`src/source/phy_params.svh`:
```
`ifndef PHY_PARAMS_SVH
`define PHY_PARAMS_SVH

// receive core sizes
`define NTI   4   // interleaved adc lanes
`define NADC  8   // magnitude bits per adc word
`define NPI   9   // pi control code width
`define NOUT  4   // pi output phases

// capture window of the dump memory, in clk_adc cycles
`define NDUMP 16

`endif

```
`src/source/adc_pkg.sv`:
```
`include "phy_params.svh"

package adc_pkg;

	// one adc lane word in sign-magnitude form
	typedef struct packed {
		logic             sign;  // 1 for negative
		logic [`NADC-1:0] mag;
	} adc_word_t;

	// one lane after decode
	typedef struct packed {
		logic signed [`NADC:0] value;  // two's complement
		logic                  data;   // sliced bit
	} sample_t;

	// all lanes of one clk_adc cycle, lane 0 is the oldest
	typedef sample_t [`NTI-1:0] sample_vec_t;

endpackage

```
`src/source/ctrl_pkg.sv`:
```
`include "phy_params.svh"

package ctrl_pkg;

	// configuration register map
	typedef enum logic [1:0] {
		CFG_CDR_EN    = 2'd0,  // loop enable in bit 0
		CFG_GAIN      = 2'd1,  // step is 1 << gain
		CFG_PI_LOAD   = 2'd2,  // direct accumulator write
		CFG_PHASE_SEP = 2'd3   // code spacing between output phases
	} cfg_addr_e;

	// loop controls seen by the cdr
	typedef struct packed {
		logic            en;
		logic [2:0]      gain;       // shift of 0 to 7
		logic            load;       // one cycle strobe
		logic [`NPI-1:0] load_val;
		logic [`NPI-1:0] phase_sep;
	} cdr_ctl_t;

	// dump capture fsm
	typedef enum logic [1:0] {
		DUMP_IDLE    = 2'd0,
		DUMP_CAPTURE = 2'd1,
		DUMP_DONE    = 2'd2
	} dump_state_e;

endpackage

```
`src/source/cfg_regfile.sv`:
```
`timescale 1ns/1ns
`include "phy_params.svh"

module cfg_regfile (
	input  logic                clk_adc,
	input  logic                rst_n_i,
	input  logic                cfg_we_i,
	input  ctrl_pkg::cfg_addr_e cfg_addr_i,
	input  logic [`NPI-1:0]     cfg_data_i,
	output ctrl_pkg::cdr_ctl_t  cdr_ctl_o
);
	import ctrl_pkg::*;

	logic            en_q;
	logic [2:0]      gain_q;
	logic            load_q;
	logic [`NPI-1:0] load_val_q;
	logic [`NPI-1:0] sep_q;

	always_ff @(posedge clk_adc or negedge rst_n_i) begin
		if (!rst_n_i) begin
			en_q   <= 1'b0;
			gain_q <= '0;
			load_q <= 1'b0;
			sep_q  <= '0;
		end else begin
			load_q <= 1'b0;  // strobe drops after one cycle
			if (cfg_we_i) begin
				case (cfg_addr_i)
					CFG_CDR_EN:    en_q   <= cfg_data_i[0];
					CFG_GAIN:      gain_q <= cfg_data_i[2:0];
					CFG_PI_LOAD:   load_q <= 1'b1;
					CFG_PHASE_SEP: sep_q  <= cfg_data_i;
					default: ;
				endcase
			end
		end
	end

	// value travels with the load strobe
	always_ff @(posedge clk_adc) begin
		if (cfg_we_i && cfg_addr_i == CFG_PI_LOAD)
			load_val_q <= cfg_data_i;
	end

	assign cdr_ctl_o.en        = en_q;
	assign cdr_ctl_o.gain      = gain_q;
	assign cdr_ctl_o.load      = load_q;
	assign cdr_ctl_o.load_val  = load_val_q;
	assign cdr_ctl_o.phase_sep = sep_q;

endmodule

```
`src/source/adc_decode.sv`:
```
`timescale 1ns/1ns
`include "phy_params.svh"

module adc_decode (
	input  logic                          clk_adc,
	input  logic                          rst_n_i,
	input  adc_pkg::adc_word_t [`NTI-1:0] adc_word_i,
	output adc_pkg::sample_vec_t          samples_o
);
	import adc_pkg::*;

	sample_vec_t samples_d;

	// sign-magnitude to two's complement plus slicer
	function automatic sample_t decode_lane(input adc_word_t w);
		sample_t              s;
		logic signed [`NADC:0] m;
		m = $signed({1'b0, w.mag});
		s.value = w.sign ? -m : m;  // zero magnitude stays 0 either way
		s.data  = ~w.sign;
		return s;
	endfunction

	always_comb begin
		for (int k = 0; k < `NTI; k++) begin
			samples_d[k] = decode_lane(adc_word_i[k]);
		end
	end

	// one register stage for the whole vector
	always_ff @(posedge clk_adc or negedge rst_n_i) begin
		if (!rst_n_i) begin
			samples_o <= '0;
		end else begin
			samples_o <= samples_d;
		end
	end

endmodule

```
`src/source/cdr_execute.sv`:
```
`timescale 1ns/1ns
`include "phy_params.svh"

module cdr_execute (
	input  logic                       clk_adc,
	input  logic                       rst_n_i,
	input  adc_pkg::sample_vec_t       samples_i,
	input  ctrl_pkg::cdr_ctl_t         cdr_ctl_i,
	output logic [`NOUT-1:0][`NPI-1:0] pi_code_o
);
	import adc_pkg::*;

	localparam int TW = `NADC + 2;          // one symbol-times-value product
	localparam int SW = TW + $clog2(`NTI);  // sum over all lanes
	localparam int NP = `NPI;

	sample_t              prev_last;  // lane NTI-1 of the last cycle
	logic signed [SW-1:0] pd_sum;
	logic                 pd_late;
	logic                 pd_early;
	logic [`NPI-1:0]      acc;
	logic [`NPI-1:0]      step;

	// data bit 1 maps to +1, 0 to -1
	function automatic logic signed [TW-1:0] sym_mul(input sample_t sym_s, input sample_t val_s);
		logic signed [TW-1:0] v;
		v = TW'(val_s.value);
		return sym_s.data ? v : -v;
	endfunction

	// mueller-muller term per lane, previous symbol x current minus current symbol x previous
	always_comb begin
		sample_t prev;
		prev   = prev_last;
		pd_sum = '0;
		for (int k = 0; k < `NTI; k++) begin
			pd_sum = pd_sum + SW'(sym_mul(prev, samples_i[k]));
			pd_sum = pd_sum - SW'(sym_mul(samples_i[k], prev));
			prev   = samples_i[k];
		end
	end

	always_ff @(posedge clk_adc or negedge rst_n_i) begin
		if (!rst_n_i) begin
			prev_last <= '0;
			pd_late   <= 1'b0;
			pd_early  <= 1'b0;
		end else begin
			prev_last <= samples_i[`NTI-1];
			pd_late   <= pd_sum > 0;  // positive sum pushes the code up
			pd_early  <= pd_sum < 0;
		end
	end

	assign step = NP'(1) << cdr_ctl_i.gain;

	// bang-bang loop filter, wraps modulo 2**NPI
	always_ff @(posedge clk_adc or negedge rst_n_i) begin
		if (!rst_n_i) begin
			acc <= '0;
		end else if (cdr_ctl_i.load) begin
			acc <= cdr_ctl_i.load_val;  // load wins over a step
		end else if (cdr_ctl_i.en && pd_late) begin
			acc <= acc + step;
		end else if (cdr_ctl_i.en && pd_early) begin
			acc <= acc - step;
		end
	end

	// phase j sits j spacings above the accumulator
	always_ff @(posedge clk_adc or negedge rst_n_i) begin
		if (!rst_n_i) begin
			pi_code_o <= '0;
		end else begin
			for (int j = 0; j < `NOUT; j++) begin
				pi_code_o[j] <= acc + NP'(j) * cdr_ctl_i.phase_sep;
			end
		end
	end

endmodule

```
`src/source/dump_result.sv`:
```
`timescale 1ns/1ns
`include "phy_params.svh"

module dump_result (
	input  logic                      clk_adc,
	input  logic                      rst_n_i,
	input  adc_pkg::sample_vec_t      samples_i,
	input  logic                      dump_start_i,
	input  logic [$clog2(`NDUMP)-1:0] dump_addr_i,
	output logic                      dump_done_o,
	output adc_pkg::sample_vec_t      dump_data_o
);
	import adc_pkg::*;
	import ctrl_pkg::*;

	localparam int AW = $clog2(`NDUMP);

	dump_state_e   state;
	logic [AW-1:0] wr_ptr;
	sample_vec_t   mem [`NDUMP];

	always_ff @(posedge clk_adc or negedge rst_n_i) begin
		if (!rst_n_i) begin
			state  <= DUMP_IDLE;
			wr_ptr <= '0;
		end else if (dump_start_i) begin
			state  <= DUMP_CAPTURE;  // restart from any state
			wr_ptr <= '0;
		end else begin
			case (state)
				DUMP_CAPTURE: begin
					wr_ptr <= wr_ptr + 1'b1;
					if (wr_ptr == AW'(`NDUMP - 1))
						state <= DUMP_DONE;  // last store this edge
				end
				default: ;  // idle and done wait for a start
			endcase
		end
	end

	// sample memory
	always_ff @(posedge clk_adc) begin
		if (state == DUMP_CAPTURE)
			mem[wr_ptr] <= samples_i;
	end

	// readback with one cycle latency
	always_ff @(posedge clk_adc) begin
		dump_data_o <= mem[dump_addr_i];
	end

	assign dump_done_o = (state == DUMP_DONE);

endmodule

```
`src/source/rx_digital_core.sv`:
```
`timescale 1ns/1ns
`include "phy_params.svh"

module rx_digital_core (
	input  logic                          clk_adc,
	input  logic                          rst_n_i,
	input  adc_pkg::adc_word_t [`NTI-1:0] adc_word_i,
	input  logic                          cfg_we_i,
	input  ctrl_pkg::cfg_addr_e           cfg_addr_i,
	input  logic [`NPI-1:0]               cfg_data_i,
	input  logic                          dump_start_i,
	input  logic [$clog2(`NDUMP)-1:0]     dump_addr_i,
	output logic [`NOUT-1:0][`NPI-1:0]    pi_code_o,
	output logic                          dump_done_o,
	output adc_pkg::sample_vec_t          dump_data_o
);
	import adc_pkg::*;
	import ctrl_pkg::*;

	cdr_ctl_t    cdr_ctl;  // loop controls
	sample_vec_t samples;  // decoded lanes, one cycle behind the adc

	// configuration registers
	cfg_regfile cfg_regfile_i (
		.clk_adc    (clk_adc),
		.rst_n_i    (rst_n_i),
		.cfg_we_i   (cfg_we_i),
		.cfg_addr_i (cfg_addr_i),
		.cfg_data_i (cfg_data_i),
		.cdr_ctl_o  (cdr_ctl)
	);

	adc_decode adc_decode_i (
		.clk_adc    (clk_adc),
		.rst_n_i    (rst_n_i),
		.adc_word_i (adc_word_i),
		.samples_o  (samples)
	);

	// phase detector and loop filter
	cdr_execute cdr_execute_i (
		.clk_adc    (clk_adc),
		.rst_n_i    (rst_n_i),
		.samples_i  (samples),
		.cdr_ctl_i  (cdr_ctl),
		.pi_code_o  (pi_code_o)  // to the pi control inputs
	);

	dump_result dump_result_i (
		.clk_adc      (clk_adc),
		.rst_n_i      (rst_n_i),
		.samples_i    (samples),
		.dump_start_i (dump_start_i),
		.dump_addr_i  (dump_addr_i),
		.dump_done_o  (dump_done_o),
		.dump_data_o  (dump_data_o)
	);

endmodule

```
`config.mk`:
```
export PLATFORM = sky130hd
export DESIGN_NAME = rx_digital_core
export DESIGN_NICKNAME = d
export VERILOG_FILES = /design/src/source/adc_pkg.sv /design/src/source/ctrl_pkg.sv /design/src/source/cfg_regfile.sv /design/src/source/adc_decode.sv /design/src/source/cdr_execute.sv /design/src/source/dump_result.sv /design/src/source/rx_digital_core.sv
export VERILOG_INCLUDE_DIRS = /design/src /design/src/source
export SDC_FILE = /design/constraint.sdc
export NUM_CORES = 1
export LEC_CHECK = 0
export BUFFER_PORTS_ARGS = -buffer_cell sky130_fd_sc_hd__buf_2
export CORE_ASPECT_RATIO = 0.5
export CORE_MARGIN = 2
export CORE_UTILIZATION = 60
export CTS_CLUSTER_DIAMETER = 50
export DETAILED_ROUTE_END_ITERATION = 10
export PLACE_DENSITY = 0.78
export SLEW_MARGIN = 20
export SYNTH_ARGS = -nofsm -noshare
export SYNTH_HDL_FRONTEND = slang
export SYNTH_SLANG_ARGS = --single-unit
```
`constraint.sdc`:
```
create_clock -name clk_adc -period 5.9 [get_ports clk_adc]
set_input_delay 0.59 -clock clk_adc [delete_from_list [all_inputs] [get_ports clk_adc]]
set_output_delay 0.59 -clock clk_adc [all_outputs]
set_load 0.02 [all_outputs]
```
==> implementation parameters <==
Parameter                              Value

Timing
  Min Hold Slack ... 0.160 ns
  Final critical-path share of the clock period ... 91.5%
  Worst-case clock skew ... 0.0360 ns
  Count of endpoints failing setup in the final report ... 0
  Hold violation count in the final report ... 0
  RSZ-0062 raised after global routing ... no
  Slew at the pin closest to its max-slew limit ... 1.13 ns
  Final critical delay including setup and external delays ... 5.40 ns
  Count of final max-slew check failures ... 0
  Maximum achievable frequency ... 0.185 GHz
  Final setup TNS ... 0 ns
  Worst rel slew slack ... 24.6%

Setup path
  CP Data Required Time ... 6.37 ns
  Type of the worst setup path ... reg -> reg
  Number of cell instances on the worst register-to-register path ... 17
  Nature of the critical path endpoint ... flop
  Crit path DAT ... 5.87 ns
  Type of origin of the critical path ... flop
  Highest fanout seen on the critical path ... 21

Synthesis
  Netlist area before placement ... 34,000 um2
  Yosys synthesis warning count ... 0
  Synth Flop Type ... sky130_fd_sc_hd__edfxtp_1
  Asr flop ratio synth ... 14.3%
  Net count after synthesis ... 2,012
  Flip-flop and latch count after synthesis ... 804
  Average size of a mapped cell ... 18.6 um2
  Number of unique standard cell types used by synthesis ... 56
  Number of synthesized flops with an enable pin ... 649
  Number of instances in the synthesized netlist ... 1,827
  Register area share after synthesis ... 68.1%

Clock network
  CTS tree ... done
  Insertion delay of the later-clocked pin in the worst-skew pair ... 0.61 ns
  Count of buffers added by post-CTS timing repair for setup ... 0
  Deepest clock path buffer count ... 3
  Clock net sink count ... 804
  Cts bufs inserted ... 68
  Number of H-tree levels ... 3
  Root cell of the clock tree ... sky130_fd_sc_hd__clkbuf_16
  Clock slew at reported path FFs ... 0.07 ns

Power
  Fraction of power consumed by combinational cells ... 33.1%
  Fraction of power consumed by the clock network ... 26.2%
  Power per Cell Area ... 448 nW/um2
  Sw power ... 5430 uW
  Fraction of power spent switching nets ... 32.0%
  Maximum vdd drop ... 0.546 mV
  Static leakage ... 0.0135 uW
  Internal Dissipation ... 11,500 uW
  Sequential power share ... 40.7%

Job
  # Max-Cap Violations ... 0

Route
  Wire length reported by the detailed router ... 74,400 um
  DRC Markers ... 0
  First drt pass iteration count ... 5
  Average routed wire per standard cell ... 26.4 um
  Average vias per placed instance ... 6.15
  Antenna violation net count after detailed routing ... 0
  Routed vias ... 17,337
  Iter 0 DRT Violations ... 1,668

Hold path
  Worst Hold Class ... in -> reg
  Number of instances on the worst hold path ... 1

Floorplan
  Die Wd ... 341 um
  Core ar. ... 55,800 um2
  Die Y ... 172 um
  Std cell rows ... 61
  Number of placed I/O pins ... 132
  Initial cell density of the core ... 61.0%
  Die area ... 58,700 um2

Placed design
  Number of buffer cells added on primary ports ... 131
  Placed wire-length estimate after detailed placement ... 41,300 um
  Placer's final routability congestion estimate ... 0.923

Global route
  Initial antenna violation count ... 0
  Total Routing Usage GR ... 26.3%
  Overflow left after global routing ... 0
  Vias in the first global route ... 18,032
  Global Route met3 Usage ... 5.11%
  Global routing usage on met2 ... 43.3%
  Wire length of the first global-routing pass ... 112,000 um
  Largest net degree at the start of global routing ... 102
  Global routing's busiest layer ... met2
  Met1 capacity usage during global routing ... 36.6%

Finish
  # diodes ... 0
  Number of nets in the layout ... 2,195
  Post-synthesis to final-layout area growth ... 11.3%
  Core utilization of the finished layout ... 67.9%
  Layout cells sized above 1 ... 24.0%

Outcome
  Run status ... finished clean
## placed cells by master (no fill, tap or decap), drive strengths merged, types with 17 or more instances in the layout
master  synthesis  layout
edfxtp        649     649
mux4          200     200
buf            28     180
inv           114     119
dfrtp         115     115
clkbuf         40      99
xnor2          83      83
nor2           81      81
fa             73      73
ha             57      57
a21oi          45      45
dfxtp          40      40
xor2           37      37
o21ai          37      37
nand2          36      36
nor3           30      30
and2           18      18
mux2           17      17
## layout make-up
cell class / count / area [um2]
clock buffers: 99 / 1920
clock inverters: 23 / 238
fillers: 3480 / 17900
inverters: 114 / 428
multi-input cells: 841 / 10100
flip-flops and latches: 804 / 23200
well taps: 756 / 946
repair buffers: 181 / 1100
## cell families (layout without fill, tap and decap cells)
| family | Yosys count | after routing | synth area share [%] |
|---|---|---|---|
| buf+inv | 182 | 417 | 2.38 |
| flops | 804 | 804 | 68.1 |
| mux | 226 | 226 | 14.3 |
| simple gates | 230 | 230 | 3.34 |
| compound gates | 135 | 135 | 2.40 |
| xor+xnor | 120 | 120 | 3.09 |
| fa+ha+maj | 130 | 130 | 6.39 |
## power groups by stage
| stage | clock, uW | combinational (uW) | sequential [uW] |
|---|---|---|---|
| floorplan | 0 | 4050 | 7130 |
| global placement | 0 | 5390 | 7000 |
| detailed placement | 0 | 5480 | 7010 |
| CTS | 4490 | 5580 | 6910 |
| global route | 4690 | 6310 | 6940 |
| finish | 4430 | 5620 | 6900 |
## cells in the mapped netlist (all sizes together), types with 4 or more instances
master	count	area share, %
or4	5	0.11
a21o	13	0.29
o21ai	37	0.54
dfxtp	40	2.4
nand2	36	0.40
nor4	4	0.092
xor2	37	0.95
dfrtp	115	8.5
nor3b	9	0.20
a31oi	5	0.092
nor2b	8	0.15
nor3	30	0.44
fa	73	4.3
buf	28	0.68
xnor2	83	2.1
a21boi	7	0.15
and2	18	0.33
clkbuf	40	0.44
and3	4	0.074
nand3	7	0.10
edfxtp	649	57
o41ai	6	0.15
mux2i	9	0.26
ha	57	2.1
or3	7	0.13
mux4	200	13
nor2	81	0.89
o31ai	4	0.088
mux2	17	0.56
nand2b	12	0.22
a21oi	45	0.66
inv	114	1.3
## per-stage QoR
step | setup slack [ns] | instances | instance area (um2) | total power [uW]
final | 0.502 | 2818 | 37900 | 17000
after global routing | 0.0334 | 2818 | 37900 | 17900
after CTS | 0.389 | 2817 | 37800 | 17000
after detailed placement | 0.422 | 2694 | 35700 | 12500
after global placement | 0.514 | 2694 | 35700 | 12400
after floorplan | 0.745 | 1827 | 34000 | 11200
## what timing repair did
action,CTS,global route
hold endpoints to repair,49,0
resized for setup,0,2
hold buffers,1,0
setup endpoints to repair,0,1
## per-layer routing
layer	up-vias	share of wire [%]
met5	-	0
met2	759	49
met3	118	8.1
met1	9087	40
met4	0	2.2
li1	7373	-
## flip-flops by register name, indices dropped and copies added, names as in the netlist
name                       flops
dump_result_i.state            2
cfg_regfile_i.load_val_q       9
cdr_execute_i.pi_code_o       34
cfg_regfile_i.gain_q           3
cdr_execute_i.acc              9
cfg_regfile_i.en_q             1
adc_decode_i.samples_o        40
dump_result_i.dump_data_o     40
cfg_regfile_i.sep_q            9
dump_result_i.wr_ptr           4
cdr_execute_i.pd_late          1
dump_result_i.mem            640
cdr_execute_i.pd_early         1
cfg_regfile_i.load_q           1
cdr_execute_i.prev_last       10
## path summary, 6_finish.rpt
path                                              from                           to  slack [ns]
min                                     adc_word_i[18]   adc_decode_i.samples_o[21]        0.16
min in group asynchronous                      rst_n_i  cdr_execute_i.pi_code_o[14]        0.51
max                          adc_decode_i.samples_o[4]        cdr_execute_i.pd_late        0.50
max reg2reg                  adc_decode_i.samples_o[4]        cdr_execute_i.pd_late        0.50
min reg2reg                cfg_regfile_i.load_val_q[5]         cdr_execute_i.acc[5]        0.45
max in group asynchronous                      rst_n_i   adc_decode_i.samples_o[28]        4.09
## worst max-delay path, cell delays in order, from the launching register on
cell and delay, ns:
sky130_fd_sc_hd__dfrtp_1 0.64, sky130_fd_sc_hd__nor2_1 0.31, sky130_fd_sc_hd__nand2_1 0.08, sky130_fd_sc_hd__nor3_1 0.39, sky130_fd_sc_hd__nor2_1 0.11, sky130_fd_sc_hd__xnor2_1 0.24, sky130_fd_sc_hd__fa_1 0.47, sky130_fd_sc_hd__fa_1 0.47
sky130_fd_sc_hd__fa_1 0.50, sky130_fd_sc_hd__inv_1 0.05, sky130_fd_sc_hd__fa_1 0.48, sky130_fd_sc_hd__inv_1 0.05, sky130_fd_sc_hd__ha_1 0.32, sky130_fd_sc_hd__and3_1 0.18, sky130_fd_sc_hd__a21oi_1 0.29, sky130_fd_sc_hd__nand4_1 0.14
sky130_fd_sc_hd__a2111oi_0 0.41, sky130_fd_sc_hd__a41oi_1 0.16
Note: power is estimated with default switching activity, not from simulation.
